File: src/logic/cpu_ctrl_pkg.sv
`default_nettype none

package cpu_ctrl_pkg;

    // ----------------------------------------
    // Vector types
    // ----------------------------------------
    typedef logic [7:0] instr_t;      // {opcode[7:4], ra[3:2], rb[1:0]}
    typedef logic [1:0] reg_idx_t;
    typedef logic [3:0] sb_entry_t;   // {from_mem, writes, dest[1:0]}

    localparam reg_idx_t  SP_REG   = 2'd3;     // Stack pointer register
    localparam sb_entry_t SB_EMPTY = 4'b0000;  // Bubble, writes nothing

    // ----------------------------------------
    // Instruction and datapath encodings
    // ----------------------------------------
    typedef enum logic [3:0] {
        OPC_NOP   = 4'd0,
        OPC_MOV   = 4'd1,
        OPC_ADD   = 4'd2,
        OPC_SUB   = 4'd3,
        OPC_AND   = 4'd4,
        OPC_OR    = 4'd5,
        OPC_SHIFT = 4'd6,   // RLC, RRC, SETC, CLRC
        OPC_STACK = 4'd7,   // PUSH, POP
        OPC_UNARY = 4'd8,   // NOT, NEG, INC, DEC
        OPC_JCOND = 4'd9,
        OPC_LOOP  = 4'd10,
        OPC_JUMP  = 4'd11   // JMP, CALL, RET, RTI
    } opcode_e;

    // Codes 2 to 5 line up with the opcodes of the two-operand group
    typedef enum logic [3:0] {
        MOV_A = 4'd0,  MOV_B = 4'd1,  ADD  = 4'd2,  SUB  = 4'd3,
        AND   = 4'd4,  OR    = 4'd5,  DEC  = 4'd6,  INC  = 4'd7,
        NEG   = 4'd8,  NOT   = 4'd9,  RLC  = 4'd10, RRC  = 4'd11,
        SETC  = 4'd12, CLRC  = 4'd13, DEC_A = 4'd14
    } alu_op_e;

    typedef enum logic [1:0] {
        SRC_REG = 2'd0,     // Register file read
        SRC_IMM = 2'd1
    } opnd_src_e;

    localparam opnd_src_e SRC_PC = SRC_IMM;  // Same code means PC on operand B

    typedef enum logic [1:0] {
        FWD_ALU  = 2'd0,
        FWD_MEM  = 2'd1,
        FWD_WB   = 2'd2,
        FWD_NONE = 2'd3
    } fwd_sel_e;

    typedef enum logic [1:0] {
        FLG_NONE = 2'd0,
        FLG_ZN   = 2'd1,
        FLG_ALL  = 2'd2
    } flag_chg_e;

    typedef enum logic [2:0] {
        JC_NONE = 3'd0,
        JC_JZ   = 3'd1,
        JC_JN   = 3'd2,
        JC_JC   = 3'd3,
        JC_JV   = 3'd4,
        JC_JMP  = 3'd5,     // JMP and CALL
        JC_RET  = 3'd6,     // RET and RTI
        JC_LOOP = 3'd7
    } jmp_chk_e;

    // ----------------------------------------
    // FSM states
    // ----------------------------------------
    typedef enum logic [1:0] {
        I_NORMAL, I_RISE, I_ACTIVE, I_FALL
    } intr_state_e;

    typedef enum logic [2:0] {
        J_NORMAL, J_UNCOND, J_DELAY1, J_DELAY2, J_COND
    } flush_state_e;

endpackage

`default_nettype wire

File: src/logic/flush_fsm.sv
`timescale 1ns/1ps
`default_nettype none

module flush_fsm (
    input  wire                        clk,
    input  wire                        reset,
    input  wire cpu_ctrl_pkg::jmp_chk_e i_jmp_chk,
    input  wire                        i_stall,
    input  wire                        i_branch_taken,
    output logic                       o_flush_f,
    output logic                       o_flush_d,
    output logic                       o_flush_ex
);

    import cpu_ctrl_pkg::*;

    flush_state_e state;
    flush_state_e state_nxt;
    logic         is_cond;
    logic         is_uncond;
    logic         is_delayed;
    logic         flush_fd;

    assign is_cond    = i_jmp_chk inside {JC_JZ, JC_JN, JC_JC, JC_JV, JC_LOOP};
    assign is_uncond  = (i_jmp_chk == JC_JMP);
    assign is_delayed = (i_jmp_chk == JC_RET);   // Target comes from memory

    always_comb begin
        state_nxt = J_NORMAL;
        case (state)
            J_NORMAL: begin
                if (!i_stall) begin                  // Held jump not taken yet
                    if (is_delayed) begin
                        state_nxt = J_DELAY1;
                    end else if (is_uncond) begin
                        state_nxt = J_UNCOND;
                    end else if (is_cond) begin
                        state_nxt = J_COND;
                    end
                end
            end
            J_DELAY1: state_nxt = J_DELAY2;
            default:  state_nxt = J_NORMAL;         // One flush cycle
        endcase
    end

    always_ff @(posedge clk) begin
        if (reset) begin
            state <= J_NORMAL;
        end else begin
            state <= state_nxt;
        end
    end

    // ----------------------------------------
    // Flush pulses
    // ----------------------------------------
    assign flush_fd = (state == J_UNCOND) || (state == J_DELAY2) ||
                      ((state == J_COND) && i_branch_taken);

    assign o_flush_f  = flush_fd;
    assign o_flush_d  = flush_fd;
    assign o_flush_ex = (state == J_DELAY2);

endmodule

`default_nettype wire

File: src/logic/hazard_unit.sv
`timescale 1ns/1ps
`default_nettype none

module hazard_unit (
    input  wire                         clk,
    input  wire                         reset,
    input  wire cpu_ctrl_pkg::reg_idx_t  i_reg_1,
    input  wire cpu_ctrl_pkg::reg_idx_t  i_reg_2,
    input  wire cpu_ctrl_pkg::opnd_src_e i_alu_src_a,
    input  wire cpu_ctrl_pkg::opnd_src_e i_alu_src_b,
    input  wire                         i_reg_write,
    input  wire cpu_ctrl_pkg::reg_idx_t  i_wb_sel,
    input  wire                         i_mem_read,
    output cpu_ctrl_pkg::fwd_sel_e      o_forward_src_a,
    output cpu_ctrl_pkg::fwd_sel_e      o_forward_src_b,
    output logic                        o_stall_f,
    output logic                        o_stall_d
);

    import cpu_ctrl_pkg::*;

    sb_entry_t ex_q;
    sb_entry_t mem_q;
    sb_entry_t wb_q;
    sb_entry_t dc_entry;
    reg_idx_t  src_reg  [2];
    logic      src_rd   [2];
    fwd_sel_e  fwd_sel  [2];
    logic      load_hit [2];
    logic      stall;

    function automatic logic writes_to(sb_entry_t e, reg_idx_t r);
        return e[2] && (e[1:0] == r);
    endfunction

    assign dc_entry   = {i_mem_read, i_reg_write, i_wb_sel};
    assign src_reg[0] = i_reg_1;
    assign src_reg[1] = i_reg_2;
    assign src_rd[0]  = (i_alu_src_a == SRC_REG);
    assign src_rd[1]  = (i_alu_src_b == SRC_REG);

    // ----------------------------------------
    // Youngest writer wins
    // ----------------------------------------
    always_comb begin
        for (int i = 0; i < 2; i++) begin
            fwd_sel[i]  = FWD_NONE;
            load_hit[i] = 1'b0;
            if (src_rd[i]) begin
                if (writes_to(ex_q, src_reg[i])) begin
                    fwd_sel[i]  = FWD_ALU;
                    load_hit[i] = ex_q[3];  // Load data not ready yet
                end else if (writes_to(mem_q, src_reg[i])) begin
                    fwd_sel[i] = FWD_MEM;
                end else if (writes_to(wb_q, src_reg[i])) begin
                    fwd_sel[i] = FWD_WB;
                end
            end
        end
    end

    assign stall           = load_hit[0] | load_hit[1];
    assign o_stall_f       = stall;
    assign o_stall_d       = stall;
    assign o_forward_src_a = fwd_sel[0];
    assign o_forward_src_b = fwd_sel[1];

    always_ff @(posedge clk) begin
        if (reset) begin
            ex_q  <= SB_EMPTY;
            mem_q <= SB_EMPTY;
            wb_q  <= SB_EMPTY;
        end else begin
            ex_q  <= stall ? SB_EMPTY : dc_entry;   // Bubble on load-use
            mem_q <= ex_q;
            wb_q  <= mem_q;
        end
    end

endmodule

`default_nettype wire

File: src/logic/instr_decoder.sv
`timescale 1ns/1ps
`default_nettype none

module instr_decoder (
    input  wire cpu_ctrl_pkg::instr_t  i_instr,
    input  wire                        i_intr_ack,
    output logic                       o_reg_write,
    output logic                       o_mem_read,
    output logic                       o_mem_write,
    output cpu_ctrl_pkg::alu_op_e      o_alu_op,
    output cpu_ctrl_pkg::flag_chg_e    o_flag_change,
    output cpu_ctrl_pkg::reg_idx_t     o_reg_1,
    output cpu_ctrl_pkg::reg_idx_t     o_reg_2,
    output cpu_ctrl_pkg::opnd_src_e    o_alu_src_a,
    output cpu_ctrl_pkg::opnd_src_e    o_alu_src_b,
    output cpu_ctrl_pkg::reg_idx_t     o_wb_sel,
    output logic                       o_sp_inc,
    output logic                       o_sp_dec,
    output cpu_ctrl_pkg::jmp_chk_e     o_jmp_chk,
    output logic                       o_store_pc,
    output logic                       o_return_flags
);

    import cpu_ctrl_pkg::*;

    opcode_e  opcode;
    reg_idx_t ra;
    reg_idx_t rb;

    assign opcode = opcode_e'(i_instr[7:4]);
    assign ra     = i_instr[3:2];
    assign rb     = i_instr[1:0];

    always_comb begin
        o_reg_write    = 1'b0;
        o_mem_read     = 1'b0;
        o_mem_write    = 1'b0;
        o_alu_op       = MOV_A;
        o_flag_change  = FLG_NONE;
        o_reg_1        = '0;
        o_reg_2        = '0;
        o_alu_src_a    = SRC_IMM;
        o_alu_src_b    = SRC_IMM;
        o_wb_sel       = '0;
        o_sp_inc       = 1'b0;
        o_sp_dec       = 1'b0;
        o_jmp_chk      = JC_NONE;
        o_store_pc     = 1'b0;
        o_return_flags = 1'b0;

        if (i_intr_ack) begin               // Push PC on interrupt entry
            o_alu_src_a = SRC_REG;
            o_alu_src_b = SRC_PC;
            o_reg_1     = SP_REG;
            o_sp_dec    = 1'b1;
            o_mem_write = 1'b1;
        end else begin
            case (opcode)
                OPC_MOV: begin
                    o_alu_op    = MOV_B;
                    o_alu_src_b = SRC_REG;
                    o_reg_2     = rb;
                    o_wb_sel    = ra;
                    o_reg_write = 1'b1;
                end
                OPC_ADD, OPC_SUB, OPC_AND, OPC_OR: begin
                    o_alu_op      = alu_op_e'(opcode);
                    o_flag_change = (opcode inside {OPC_ADD, OPC_SUB}) ? FLG_ALL : FLG_ZN;
                    o_alu_src_a   = SRC_REG;
                    o_alu_src_b   = SRC_REG;
                    o_reg_1       = ra;
                    o_reg_2       = rb;
                    o_wb_sel      = ra;
                    o_reg_write   = 1'b1;
                end
                OPC_SHIFT: begin
                    case (ra)
                        2'd0:    o_alu_op = RLC;
                        2'd1:    o_alu_op = RRC;
                        2'd2:    o_alu_op = SETC;
                        default: o_alu_op = CLRC;
                    endcase
                    if (!ra[1]) begin       // Rotates write rb back
                        o_alu_src_b = SRC_REG;
                        o_reg_2     = rb;
                        o_wb_sel    = rb;
                        o_reg_write = 1'b1;
                    end
                end
                OPC_STACK: begin
                    if (ra == 2'd0) begin   // PUSH
                        o_alu_src_a = SRC_REG;
                        o_alu_src_b = SRC_REG;
                        o_reg_1     = SP_REG;
                        o_reg_2     = rb;
                        o_mem_write = 1'b1;
                        o_sp_dec    = 1'b1;
                    end else if (ra == 2'd1) begin  // POP
                        o_alu_src_a = SRC_REG;
                        o_reg_1     = SP_REG;
                        o_wb_sel    = rb;
                        o_mem_read  = 1'b1;
                        o_reg_write = 1'b1;
                        o_sp_inc    = 1'b1;
                    end
                end
                OPC_UNARY: begin
                    case (ra)
                        2'd0:    o_alu_op = NOT;
                        2'd1:    o_alu_op = NEG;
                        2'd2:    o_alu_op = INC;
                        default: o_alu_op = DEC;
                    endcase
                    o_flag_change = ra[1] ? FLG_ALL : FLG_ZN;  // INC/DEC touch carry
                    o_alu_src_b   = SRC_REG;
                    o_reg_2       = rb;
                    o_wb_sel      = rb;
                    o_reg_write   = 1'b1;
                end
                OPC_JCOND: begin
                    o_jmp_chk   = jmp_chk_e'({1'b0, ra} + 3'd1);  // JZ..JV
                    o_alu_src_b = SRC_REG;
                    o_reg_2     = rb;
                end
                OPC_LOOP: begin
                    o_alu_op    = DEC_A;
                    o_alu_src_a = SRC_REG;
                    o_alu_src_b = SRC_REG;
                    o_reg_1     = ra;
                    o_reg_2     = rb;
                    o_wb_sel    = ra;
                    o_reg_write = 1'b1;
                    o_jmp_chk   = JC_LOOP;
                end
                OPC_JUMP: begin
                    if (!ra[1]) begin       // JMP, CALL
                        o_jmp_chk   = JC_JMP;
                        o_alu_src_b = SRC_REG;
                        o_reg_2     = rb;
                        if (ra[0]) begin    // CALL pushes return PC
                            o_alu_src_a = SRC_REG;
                            o_reg_1     = SP_REG;
                            o_sp_dec    = 1'b1;
                            o_mem_write = 1'b1;
                            o_store_pc  = 1'b1;
                        end
                    end else begin          // RET, RTI
                        o_jmp_chk      = JC_RET;
                        o_alu_src_a    = SRC_REG;
                        o_reg_1        = SP_REG;
                        o_sp_inc       = 1'b1;
                        o_mem_read     = 1'b1;
                        o_return_flags = ra[0];
                    end
                end
                default: ;                  // NOP and unused opcodes
            endcase
        end
    end

endmodule

`default_nettype wire

File: src/logic/intr_fsm.sv
`timescale 1ns/1ps
`default_nettype none

module intr_fsm (
    input  wire  clk,
    input  wire  reset,
    input  wire  i_intr,
    output logic o_intr_ack,
    output logic o_intr_active,
    output logic o_intr_ret
);

    import cpu_ctrl_pkg::*;

    intr_state_e state;
    intr_state_e state_nxt;

    always_comb begin
        state_nxt = state;
        case (state)
            I_NORMAL: if (i_intr) state_nxt = I_RISE;
            I_RISE:   state_nxt = I_ACTIVE;         // Ack lasts one cycle
            I_ACTIVE: if (!i_intr) state_nxt = I_FALL;
            default:  state_nxt = I_NORMAL;
        endcase
    end

    always_ff @(posedge clk) begin
        if (reset) begin
            state <= I_NORMAL;
        end else begin
            state <= state_nxt;
        end
    end

    assign o_intr_ack    = (state == I_RISE);
    assign o_intr_active = (state == I_ACTIVE);
    assign o_intr_ret    = (state == I_FALL);       // Fetch injects RTI

endmodule

`default_nettype wire

File: src/logic/pipeline_control.sv
`timescale 1ns/1ps
`default_nettype none

module pipeline_control (
    input  wire                        clk,
    input  wire                        reset,
    input  wire cpu_ctrl_pkg::instr_t  i_instr,
    input  wire                        i_branch_taken,
    input  wire                        i_intr,

    // ----------------------------------------
    // Datapath controls
    // ----------------------------------------
    output logic                       o_reg_write,
    output logic                       o_mem_read,
    output logic                       o_mem_write,
    output cpu_ctrl_pkg::alu_op_e      o_alu_op,
    output cpu_ctrl_pkg::flag_chg_e    o_flag_change,
    output cpu_ctrl_pkg::reg_idx_t     o_reg_1,
    output cpu_ctrl_pkg::reg_idx_t     o_reg_2,
    output cpu_ctrl_pkg::opnd_src_e    o_alu_src_a,
    output cpu_ctrl_pkg::opnd_src_e    o_alu_src_b,
    output cpu_ctrl_pkg::reg_idx_t     o_wb_sel,
    output logic                       o_sp_inc,
    output logic                       o_sp_dec,
    output cpu_ctrl_pkg::jmp_chk_e     o_jmp_chk,
    output logic                       o_store_pc,
    output logic                       o_return_flags,

    // ----------------------------------------
    // Pipeline controls
    // ----------------------------------------
    output cpu_ctrl_pkg::fwd_sel_e     o_forward_src_a,
    output cpu_ctrl_pkg::fwd_sel_e     o_forward_src_b,
    output logic                       o_stall_f,
    output logic                       o_stall_d,
    output logic                       o_flush_f,
    output logic                       o_flush_d,
    output logic                       o_flush_ex,
    output logic                       o_intr_ack,
    output logic                       o_intr_active,
    output logic                       o_intr_ret
);

    instr_decoder instr_decoder_inst (
        .i_instr        (i_instr),
        .i_intr_ack     (o_intr_ack),           // Forces the PC push
        .o_reg_write    (o_reg_write),
        .o_mem_read     (o_mem_read),
        .o_mem_write    (o_mem_write),
        .o_alu_op       (o_alu_op),
        .o_flag_change  (o_flag_change),
        .o_reg_1        (o_reg_1),
        .o_reg_2        (o_reg_2),
        .o_alu_src_a    (o_alu_src_a),
        .o_alu_src_b    (o_alu_src_b),
        .o_wb_sel       (o_wb_sel),
        .o_sp_inc       (o_sp_inc),
        .o_sp_dec       (o_sp_dec),
        .o_jmp_chk      (o_jmp_chk),
        .o_store_pc     (o_store_pc),
        .o_return_flags (o_return_flags)
    );

    hazard_unit hazard_unit_inst (
        .clk             (clk),
        .reset           (reset),
        .i_reg_1         (o_reg_1),
        .i_reg_2         (o_reg_2),
        .i_alu_src_a     (o_alu_src_a),
        .i_alu_src_b     (o_alu_src_b),
        .i_reg_write     (o_reg_write),
        .i_wb_sel        (o_wb_sel),
        .i_mem_read      (o_mem_read),
        .o_forward_src_a (o_forward_src_a),
        .o_forward_src_b (o_forward_src_b),
        .o_stall_f       (o_stall_f),
        .o_stall_d       (o_stall_d)
    );

    intr_fsm intr_fsm_inst (
        .clk           (clk),
        .reset         (reset),
        .i_intr        (i_intr),
        .o_intr_ack    (o_intr_ack),
        .o_intr_active (o_intr_active),
        .o_intr_ret    (o_intr_ret)
    );

    flush_fsm flush_fsm_inst (
        .clk            (clk),
        .reset          (reset),
        .i_jmp_chk      (o_jmp_chk),
        .i_stall        (o_stall_d),            // Stalled jump waits in decode
        .i_branch_taken (i_branch_taken),
        .o_flush_f      (o_flush_f),
        .o_flush_d      (o_flush_d),
        .o_flush_ex     (o_flush_ex)
    );

endmodule

`default_nettype wire

File: config.mk
export PLATFORM = sky130hd
export DESIGN_NAME = pipeline_control
export DESIGN_NICKNAME = d
export VERILOG_FILES = /design/src/logic/cpu_ctrl_pkg.sv /design/src/logic/flush_fsm.sv /design/src/logic/hazard_unit.sv /design/src/logic/instr_decoder.sv /design/src/logic/intr_fsm.sv /design/src/logic/pipeline_control.sv
export SDC_FILE = /design/constraint.sdc
export NUM_CORES = 1
export LEC_CHECK = 0
export BUFFER_PORTS_ARGS = -buffer_cell sky130_fd_sc_hd__buf_2
export CELL_PAD_IN_SITES_DETAIL_PLACEMENT = 2
export CELL_PAD_IN_SITES_GLOBAL_PLACEMENT = 2
export CORE_ASPECT_RATIO = 1.75
export CORE_MARGIN = 2
export CORE_UTILIZATION = 28
export DETAILED_ROUTE_END_ITERATION = 6
export GPL_TIMING_DRIVEN = 0
export PLACE_DENSITY = 0.79
export RECOVER_POWER = 50
export SLEW_MARGIN = 20
export SYNTH_ARGS = -nofsm -noshare
export SYNTH_HDL_FRONTEND = slang
export SYNTH_SLANG_ARGS = --single-unit
File: constraint.sdc
create_clock -name clk -period 4.08 [get_ports clk]
set_input_delay 0.408 -clock clk [delete_from_list [all_inputs] [get_ports clk]]
set_output_delay 0.408 -clock clk [all_outputs]
set_load 0.02 [all_outputs]
==> run_results.csv, run 1 <==
group,metric,value,unit
run_status,outcome,"finished clean",
cts,postCtsSetupRepairBufs,0,
sta,final.setup.tns,0,ns
floorplanning,dieArea,7085,um^2
power_and_ir_drop,cellLeakagePower,0.8672,nW
synthesis,synth_top_cells_by_area,"sky130_fd_sc_hd__dfxtp_1 17%, sky130_fd_sc_hd__ha_1 7.0%, sky130_fd_sc_hd__o21ai_0 5.9%",
power_and_ir_drop,pwr-share-seq,26.9,%
setup_path,worstSetupEndpointType,"output port",
route,drt_first_pass_iters,4,
power_and_ir_drop,pwr_density_cell,289.2,nW/um^2
cts,clk_root_buffer_cell,"sky130_fd_sc_hd__clkbuf_8",
sta,tightestPinTransition,0.5636,ns
route,post_drt_wl_per_cell,18.24,um
grt,grt_use_total,20.30,%
floorplanning,initial_core_util,29.01,%
synthesis,synthFlopType,"sky130_fd_sc_hd__dfxtp_1",
route,final_antenna_net_count,0,
synthesis,synth_sequential_area_ratio,16.75,%
worst_hold_path,min-delay-path-class,"in -> reg",
finish,final_antenna_diode_count,0,
cts,clock_insertion_delay_at_the_later_pin_of_the_skew_report,0.26,ns
floorplanning,design.portCount,50,
cts,path_clk_slew,0.06,ns
finish,design.final.nets,326,
finish,seq_area,300.3,um^2
power_and_ir_drop,post-layout-total-power,0.6263,mW
sta,final-max-slew-violation-count,0,
finish,final_layout_size_suffix_gt1_share,19.47,%
grt,global_route.overflow_total,0,
grt,grt_start_max_net_pins,12,
flow_run,cap_violations,0,
synthesis,distinct_cells_synth,58,
grt,initial_antenna_violation_count,0,
floorplanning,placement_rows,38,
sta,setup_viol_count_final,0,
floorplanning,coreArea,6181,um^2
setup_path,timing.critical_path.fanout_max,10,
sta,final_hold_viol_count,0,
cts,clock-sinks,15,
route,drt_iter0_drc,42,
route,postRouteWirelength,6987,um
cts,clk_path_buf_depth,2,
synthesis,ys_async_sr_fraction,0,%
cts,cts_max_level,1,
sta,achievable-frequency,0.2738,GHz
sta,hold-worst-slack,0.4378,ns
synthesis,syn_avg_cell_area,7.087,um^2
sta,skew,0.002416,ns
floorplanning,die_height,109.9,um
setup_path,critical_path_arrival,3.24,ns
synthesis,synthMostInstantiatedCell,"sky130_fd_sc_hd__o21ai_0",
power_and_ir_drop,comb_power_share,52.9,%
synthesis,synth_enable_flop_cells,0,
setup_path,crit_required,3.67,ns
finish,area_occupied_by_multi_input_gates,1336,um^2
route,avgViaCountPerCell,5.491,
sta,relSlewSlack,62.34,%
synthesis,yosys_warnings,0,
power_and_ir_drop,power_switching,0.2889,mW
placement,numPortBuffers,46,
synthesis,synth.ff_latch_count,15,
power_and_ir_drop,vdd_ir_drop_max,0.09712,mV
route,via_total_after_detailed_routing,2103,
setup_path,setup.worst_path.start_class,"primary input",
synthesis,synth.cells.most_frequent,"21 x sky130_fd_sc_hd__o21ai_0, 20 x sky130_fd_sc_hd__nor2_1, 18 x sky130_fd_sc_hd__a21oi_1",
grt,grt_pass1_wl,11050,um
finish,nFillCells,787,
power_and_ir_drop,p_int,0.3374,mW
sta,unrepaired_setup_endpoints_after_global_routing,"false",
route,drc,0,
placement,routabilityCongestion,0.8572,
synthesis,synthesis.instances,253,
floorplanning,die_w,64.49,um
setup_path,rrSetupSlack,1.42,ns
power_and_ir_drop,power.switching_fraction,46.12,%
sta,period_minus_slack,3.652,ns
synthesis,syn_area,1793,um^2
synthesis,synth_top_cell_by_area,"sky130_fd_sc_hd__dfxtp_1",
cts,cts_tree,"built",
synthesis,synth.top_cell.area_share,16.75,%
cts,cts_buffers,3,
setup_path,setup.worst_path.class,"in -> out",
power_and_ir_drop,power.clock.fraction,20.1,%
placement,hpwl_after_detailed_placement,5686,um
sta,fin_crit_sh,89.50,%
finish,area_growth,20.80,%
grt,grt_pass1_vias,2206,
-- what timing repair did --
item,in CTS,in global routing
resized for setup,3,0
hold buffers,0,0
setup endpoints to repair,4,2
-- power groups by stage --
stage | registers (mW) | logic [mW] | clock network, mW
after floorplan | 0.167 | 0.233 | 0
after global placement | 0.171 | 0.324 | 0
after detailed placement | 0.172 | 0.336 | 0
after CTS | 0.169 | 0.339 | 0.127
after global routing | 0.171 | 0.360 | 0.133
final | 0.169 | 0.332 | 0.126
-- registers in the layout, summed over array words and instances, names as in the netlist --
signal and count:
hazard_unit_inst.wb_q 3, flush_fsm_inst.state 3, hazard_unit_inst.ex_q 4, hazard_unit_inst.mem_q 3
intr_fsm_inst.state 2
-- cell families (layout without fill, tap and decap cells) --
kind of cell / count (synthesis) / count (layout) / share of synthesized area, %
AO/OA/AOI/OAI: 78 / 78 / 30.08
buffers and inverters: 37 / 86 / 9.700
other: 1 / 2 / 0.2092
adder cells (fa/ha/maj): 10 / 10 / 6.978
XOR/XNOR: 8 / 8 / 3.908
flip-flops: 15 / 15 / 16.75
AND/OR/NAND/NOR: 102 / 102 / 31.19
multiplexers: 2 / 2 / 1.186
-- stage by stage --
| step | std cells | utilization (%) | cell area, um^2 | setup WS (ns) |
|---|---|---|---|---|
| 5_1_grt | 383 | 35.04 | 2166 | 0.2258 |
| 4_1_cts | 384 | 35.40 | 2188 | 0.1480 |
| 3_3_place_gp | 380 | 34.41 | 2127 | -0.1487 |
| 2_1_floorplan | 254 | - | 1797 | 0.5404 |
| 6_report | 383 | 35.04 | 2166 | 0.4282 |
| 3_5_place_dp | 380 | 34.41 | 2127 | -0.2441 |
-- layout by cell type, fill, tap and decap left out, types with 3 or more instances in the layout --
cell / netlist / layout
sky130_fd_sc_hd__inv_1: 15 / 15
sky130_fd_sc_hd__clkbuf_1: 9 / 23
sky130_fd_sc_hd__o21ai_0: 21 / 21
sky130_fd_sc_hd__a2bb2oi_1: 3 / 3
sky130_fd_sc_hd__nand3_1: 9 / 9
sky130_fd_sc_hd__ha_1: 10 / 10
sky130_fd_sc_hd__nor2_1: 20 / 20
sky130_fd_sc_hd__nor3b_1: 5 / 5
sky130_fd_sc_hd__xor2_1: 5 / 4
sky130_fd_sc_hd__dfxtp_1: 15 / 15
sky130_fd_sc_hd__xnor2_1: 3 / 3
sky130_fd_sc_hd__nand4_1: 3 / 3
sky130_fd_sc_hd__a31oi_1: 6 / 6
sky130_fd_sc_hd__nand2_1: 15 / 15
sky130_fd_sc_hd__a21oi_1: 18 / 18
sky130_fd_sc_hd__buf_4: 6 / 6
sky130_fd_sc_hd__clkbuf_8: 0 / 3
sky130_fd_sc_hd__or3_1: 3 / 3
sky130_fd_sc_hd__nand2b_1: 4 / 4
sky130_fd_sc_hd__nor2b_1: 9 / 9
sky130_fd_sc_hd__nor4_1: 3 / 3
sky130_fd_sc_hd__buf_2: 4 / 35
sky130_fd_sc_hd__nor3_1: 15 / 15
sky130_fd_sc_hd__o211ai_1: 5 / 5
-- metal layers --
layer  part of all wire (%)  GRT usage (%)
met4                    3.1          9.422
met5                      0              0
met1                     39          20.71
met2                     56          41.22
met3                    1.6         0.8188
-- path summary, 6_finish.rpt --
check	from	endpoint	depth (start not counted)
worst max-delay path	i_instr[3]	o_stall_f	12
worst max register to register	intr_fsm_inst.state[1]	flush_fsm_inst.state[2]	9
worst min register to register	intr_fsm_inst.state[1]	intr_fsm_inst.state[1]	2
worst min-delay path	reset	hazard_unit_inst.mem_q[2]	2
-- area by class of cell --
| class | instances | share of cell area, % |
|---|---|---|
| clock buffer | 3 | 1.906 |
| sequential | 15 | 13.86 |
| timing repair buffer | 46 | 9.763 |
| clock inverter | 1 | 0.2311 |
| inverter | 15 | 2.600 |
| multi-input combinational | 202 | 61.70 |
| tap | 80 | 4.622 |
| buffer | 21 | 5.315 |
-- critical path: stages --
cell and delay (ns):
sky130_fd_sc_hd__buf_2 0.23, sky130_fd_sc_hd__clkbuf_2 0.27, sky130_fd_sc_hd__inv_1 0.14, sky130_fd_sc_hd__ha_1 0.21, sky130_fd_sc_hd__buf_2 0.19, sky130_fd_sc_hd__nand2b_1 0.17, sky130_fd_sc_hd__a311oi_2 0.40, sky130_fd_sc_hd__and3b_1 0.26
sky130_fd_sc_hd__xor2_2 0.21, sky130_fd_sc_hd__o32ai_4 0.42, sky130_fd_sc_hd__buf_4 0.17, sky130_fd_sc_hd__buf_2 0.15
Note: power is estimated with default switching activity, not from simulation.
==> inputs of run 2 (changes only) <==
Settings changed: CORE_UTILIZATION 28 to 26, PLACE_DENSITY 0.79 to 0.77.
Clock period 4.08 ns to 3.2 ns, I/O delays scaled along.
==> run 2 against run 1 <==
Combinational power rose by 33%. Worst hold slack got worse by 0.056 ns. Via count rose by 1.8%. Global-route usage fell by 0.35 points. Routed wire length rose by 2.0%. Sequential share of layout area fell by 0.75 points. Highest routed layer unchanged.
==> run_results.csv, run 2 (synthesis gave the netlist of run 1 again) <==
group,metric,value,unit
setup_path,critical_path.cell_chain,"buf_4 > inv_1 > ha_1 > clkbuf_4 > nand2b_4 > a311oi_4 > and3b_2 > xor2_2 > o32ai_4 > buf_4 > buf_2",
setup_path,crit_required,2.88,ns
sta,final_critical_path_setup_slack,0.09688,ns
sta,setup_viol_count_final,0,
setup_path,worstSetupEndpointType,"output port",
finish,final_antenna_diode_count,0,
setup_path,setup.worst_path.start_class,"primary input",
worst_hold_path,min-delay-path-class,"in -> reg",
setup_path,crit_path_top_delay_cell,"sky130_fd_sc_hd__o32ai_4",
cts,clk_root_buffer_cell,"sky130_fd_sc_hd__clkbuf_16",
flow_run,cap_violations,0,
cts,clock-sinks,15,
placement,pre_cts_ws,-0.6513,ns
power_and_ir_drop,vdd_ir_drop_max,0.1489,mV
grt,grt_start_max_net_pins,13,
sta,final_hold_viol_count,0,
sta,hold-worst-slack,0.3819,ns
route,drt_iter0_drc,50,
route,drc,0,
floorplanning,design.portCount,50,
sta,fin_crit_sh,96.97,%
run_status,outcome,"finished clean",
grt,grt_pass1_vias,2271,
floorplanning,dieArea,7603,um^2
route,via_total_after_detailed_routing,2140,
grt,grt_pass1_wl,11730,um
placement,hpwl_after_detailed_placement,5619,um
finish,design.final.nets,327,
floorplanning,die_height,113.9,um
setup_path,critical-path-max-stage-delay,0.38,ns
finish,area_growth,27.70,%
cts,clock_insertion_delay_at_the_later_pin_of_the_skew_report,0.25,ns
route,drt_first_pass_iters,5,
route,post_drt_wl_per_cell,18.37,um
power_and_ir_drop,cellLeakagePower,0.9103,nW
route,final_antenna_net_count,0,
cts,path_clk_slew,0.05,ns
setup_path,setup.worst_path.class,"in -> out",
power_and_ir_drop,pwr_density_cell,394.2,nW/um^2
route,postRouteWirelength,7127,um
setup_path,crit_top_cell,"sky130_fd_sc_hd__buf_4",
floorplanning,initial_core_util,26.54,%
finish,largest_register,"hazard_unit_inst.ex_q",
cts,cts_max_level,1,
floorplanning,die_w,66.78,um
sta,tightestPinTransition,0.5507,ns
sta,period_minus_slack,3.103,ns
floorplanning,placement_rows,40,
sta,final.setup.tns,0,ns
sta,relSlewSlack,63.21,%
placement,routabilityCongestion,0.8585,
cts,cts_buffers,3,
placement,numPlacedInstances,384,
sta,skew,0.001621,ns
cts,post_cts_hold_buffer_count,0,
finish,largest_reg_flops,4,
setup_path,timing.critical_path.fanout_max,11,
sta,final-max-slew-violation-count,0,
grt,global_route.overflow_total,0,
floorplanning,coreArea,6756,um^2
cts,cts_tree,"built",
finish,final_layout_size_suffix_gt1_share,22.70,%
cts,clk_path_buf_depth,2,
finish,final_cell_mix,"33 x sky130_fd_sc_hd__buf_2, 22 x sky130_fd_sc_hd__clkbuf_1, 21 x sky130_fd_sc_hd__o21ai_0",
placement,numPortBuffers,46,
sta,achievable-frequency,0.3223,GHz
route,avgViaCountPerCell,5.515,
grt,grt_use_total,19.95,%
setup_path,critical_path_arrival,2.78,ns
grt,initial_antenna_violation_count,0,
finish,mostFrequentLayoutCell,"sky130_fd_sc_hd__buf_2",
finish,final_cell_count_no_fill,388,
-- run 2: changes by cell type in the layout (fill, tap and decap cells not counted), moves of 2 or more --
cell / previous run / this run
sky130_fd_sc_hd__buf_2: 35 / 33
sky130_fd_sc_hd__buf_4: 6 / 9
sky130_fd_sc_hd__clkbuf_16: 0 / 3
sky130_fd_sc_hd__clkbuf_8: 3 / 0
-- run 2: layer usage --
layer	track usage [%]	vias up	share of wire, %
li1	-	1015	-
met1	21.30	1048	37
met2	37.60	52	55
met3	1.381	25	2.4
met4	10.20	0	4.8
met5	0	-	0
-- run 2: area by class of cell --
cell class | instances | area [um^2]
buffer | 20 | 122.6
clock buffer | 3 | 75.07
clock inverter | 1 | 5.005
fill | 846 | 4467
inverter | 15 | 56.30
multi-input combinational | 202 | 1388
sequential | 15 | 300.3
tap | 84 | 105.1
timing repair buffer | 48 | 237.7
-- run 2: metrics by stage --
step,power [mW],utilization [%],cell area (um^2)
floorplan,0.5119,-,1805
global placement,0.6344,31.69,2141
detailed placement,0.6455,31.69,2141
CTS,0.9084,33.69,2276
global route,0.9634,33.89,2290
finish,0.9027,33.89,2290
-- run 2: critical path, delay by kind of cell --
kind	cells	cell delay, ns
buffers and inverters	5	0.87
AO/OA/AOI/OAI	2	0.71
AND/OR/NAND/NOR	2	0.44
adder cells (fa/ha/maj)	1	0.23
XOR/XNOR	1	0.20
-- run 2: repair_timing --
| item | in CTS | in global routing |
|---|---|---|
| pin swaps | 3 | 2 |
| gates resized for setup | 8 | 8 |
| hold endpoints to repair | 0 | 0 |
| endpoints found under the setup margin | 11 | 6 |
| setup buffers | 2 | 0 |
-- run 2: path summary, 6_finish.rpt --
path | start | end | slack, ns | depth (start not counted)
worst min register to register | intr_fsm_inst.state[1] | intr_fsm_inst.state[1] | 0.50 | 2
worst min-delay path | reset | hazard_unit_inst.mem_q[0] | 0.38 | 2
worst max register to register | intr_fsm_inst.state[1] | flush_fsm_inst.state[2] | 0.71 | 9
worst max-delay path | i_instr[2] | o_stall_f | 0.1 | 11
-- run 2: power breakdown --
part | total [mW] | internal, mW | leakage, nW | switching, mW
sequential | 0.216 | 0.200 | 0.122 | 0.0159
combinational | 0.441 | 0.158 | 0.748 | 0.283
clock | 0.246 | 0.167 | 0.0409 | 0.0794
total | 0.903 | 0.525 | 0.910 | 0.378
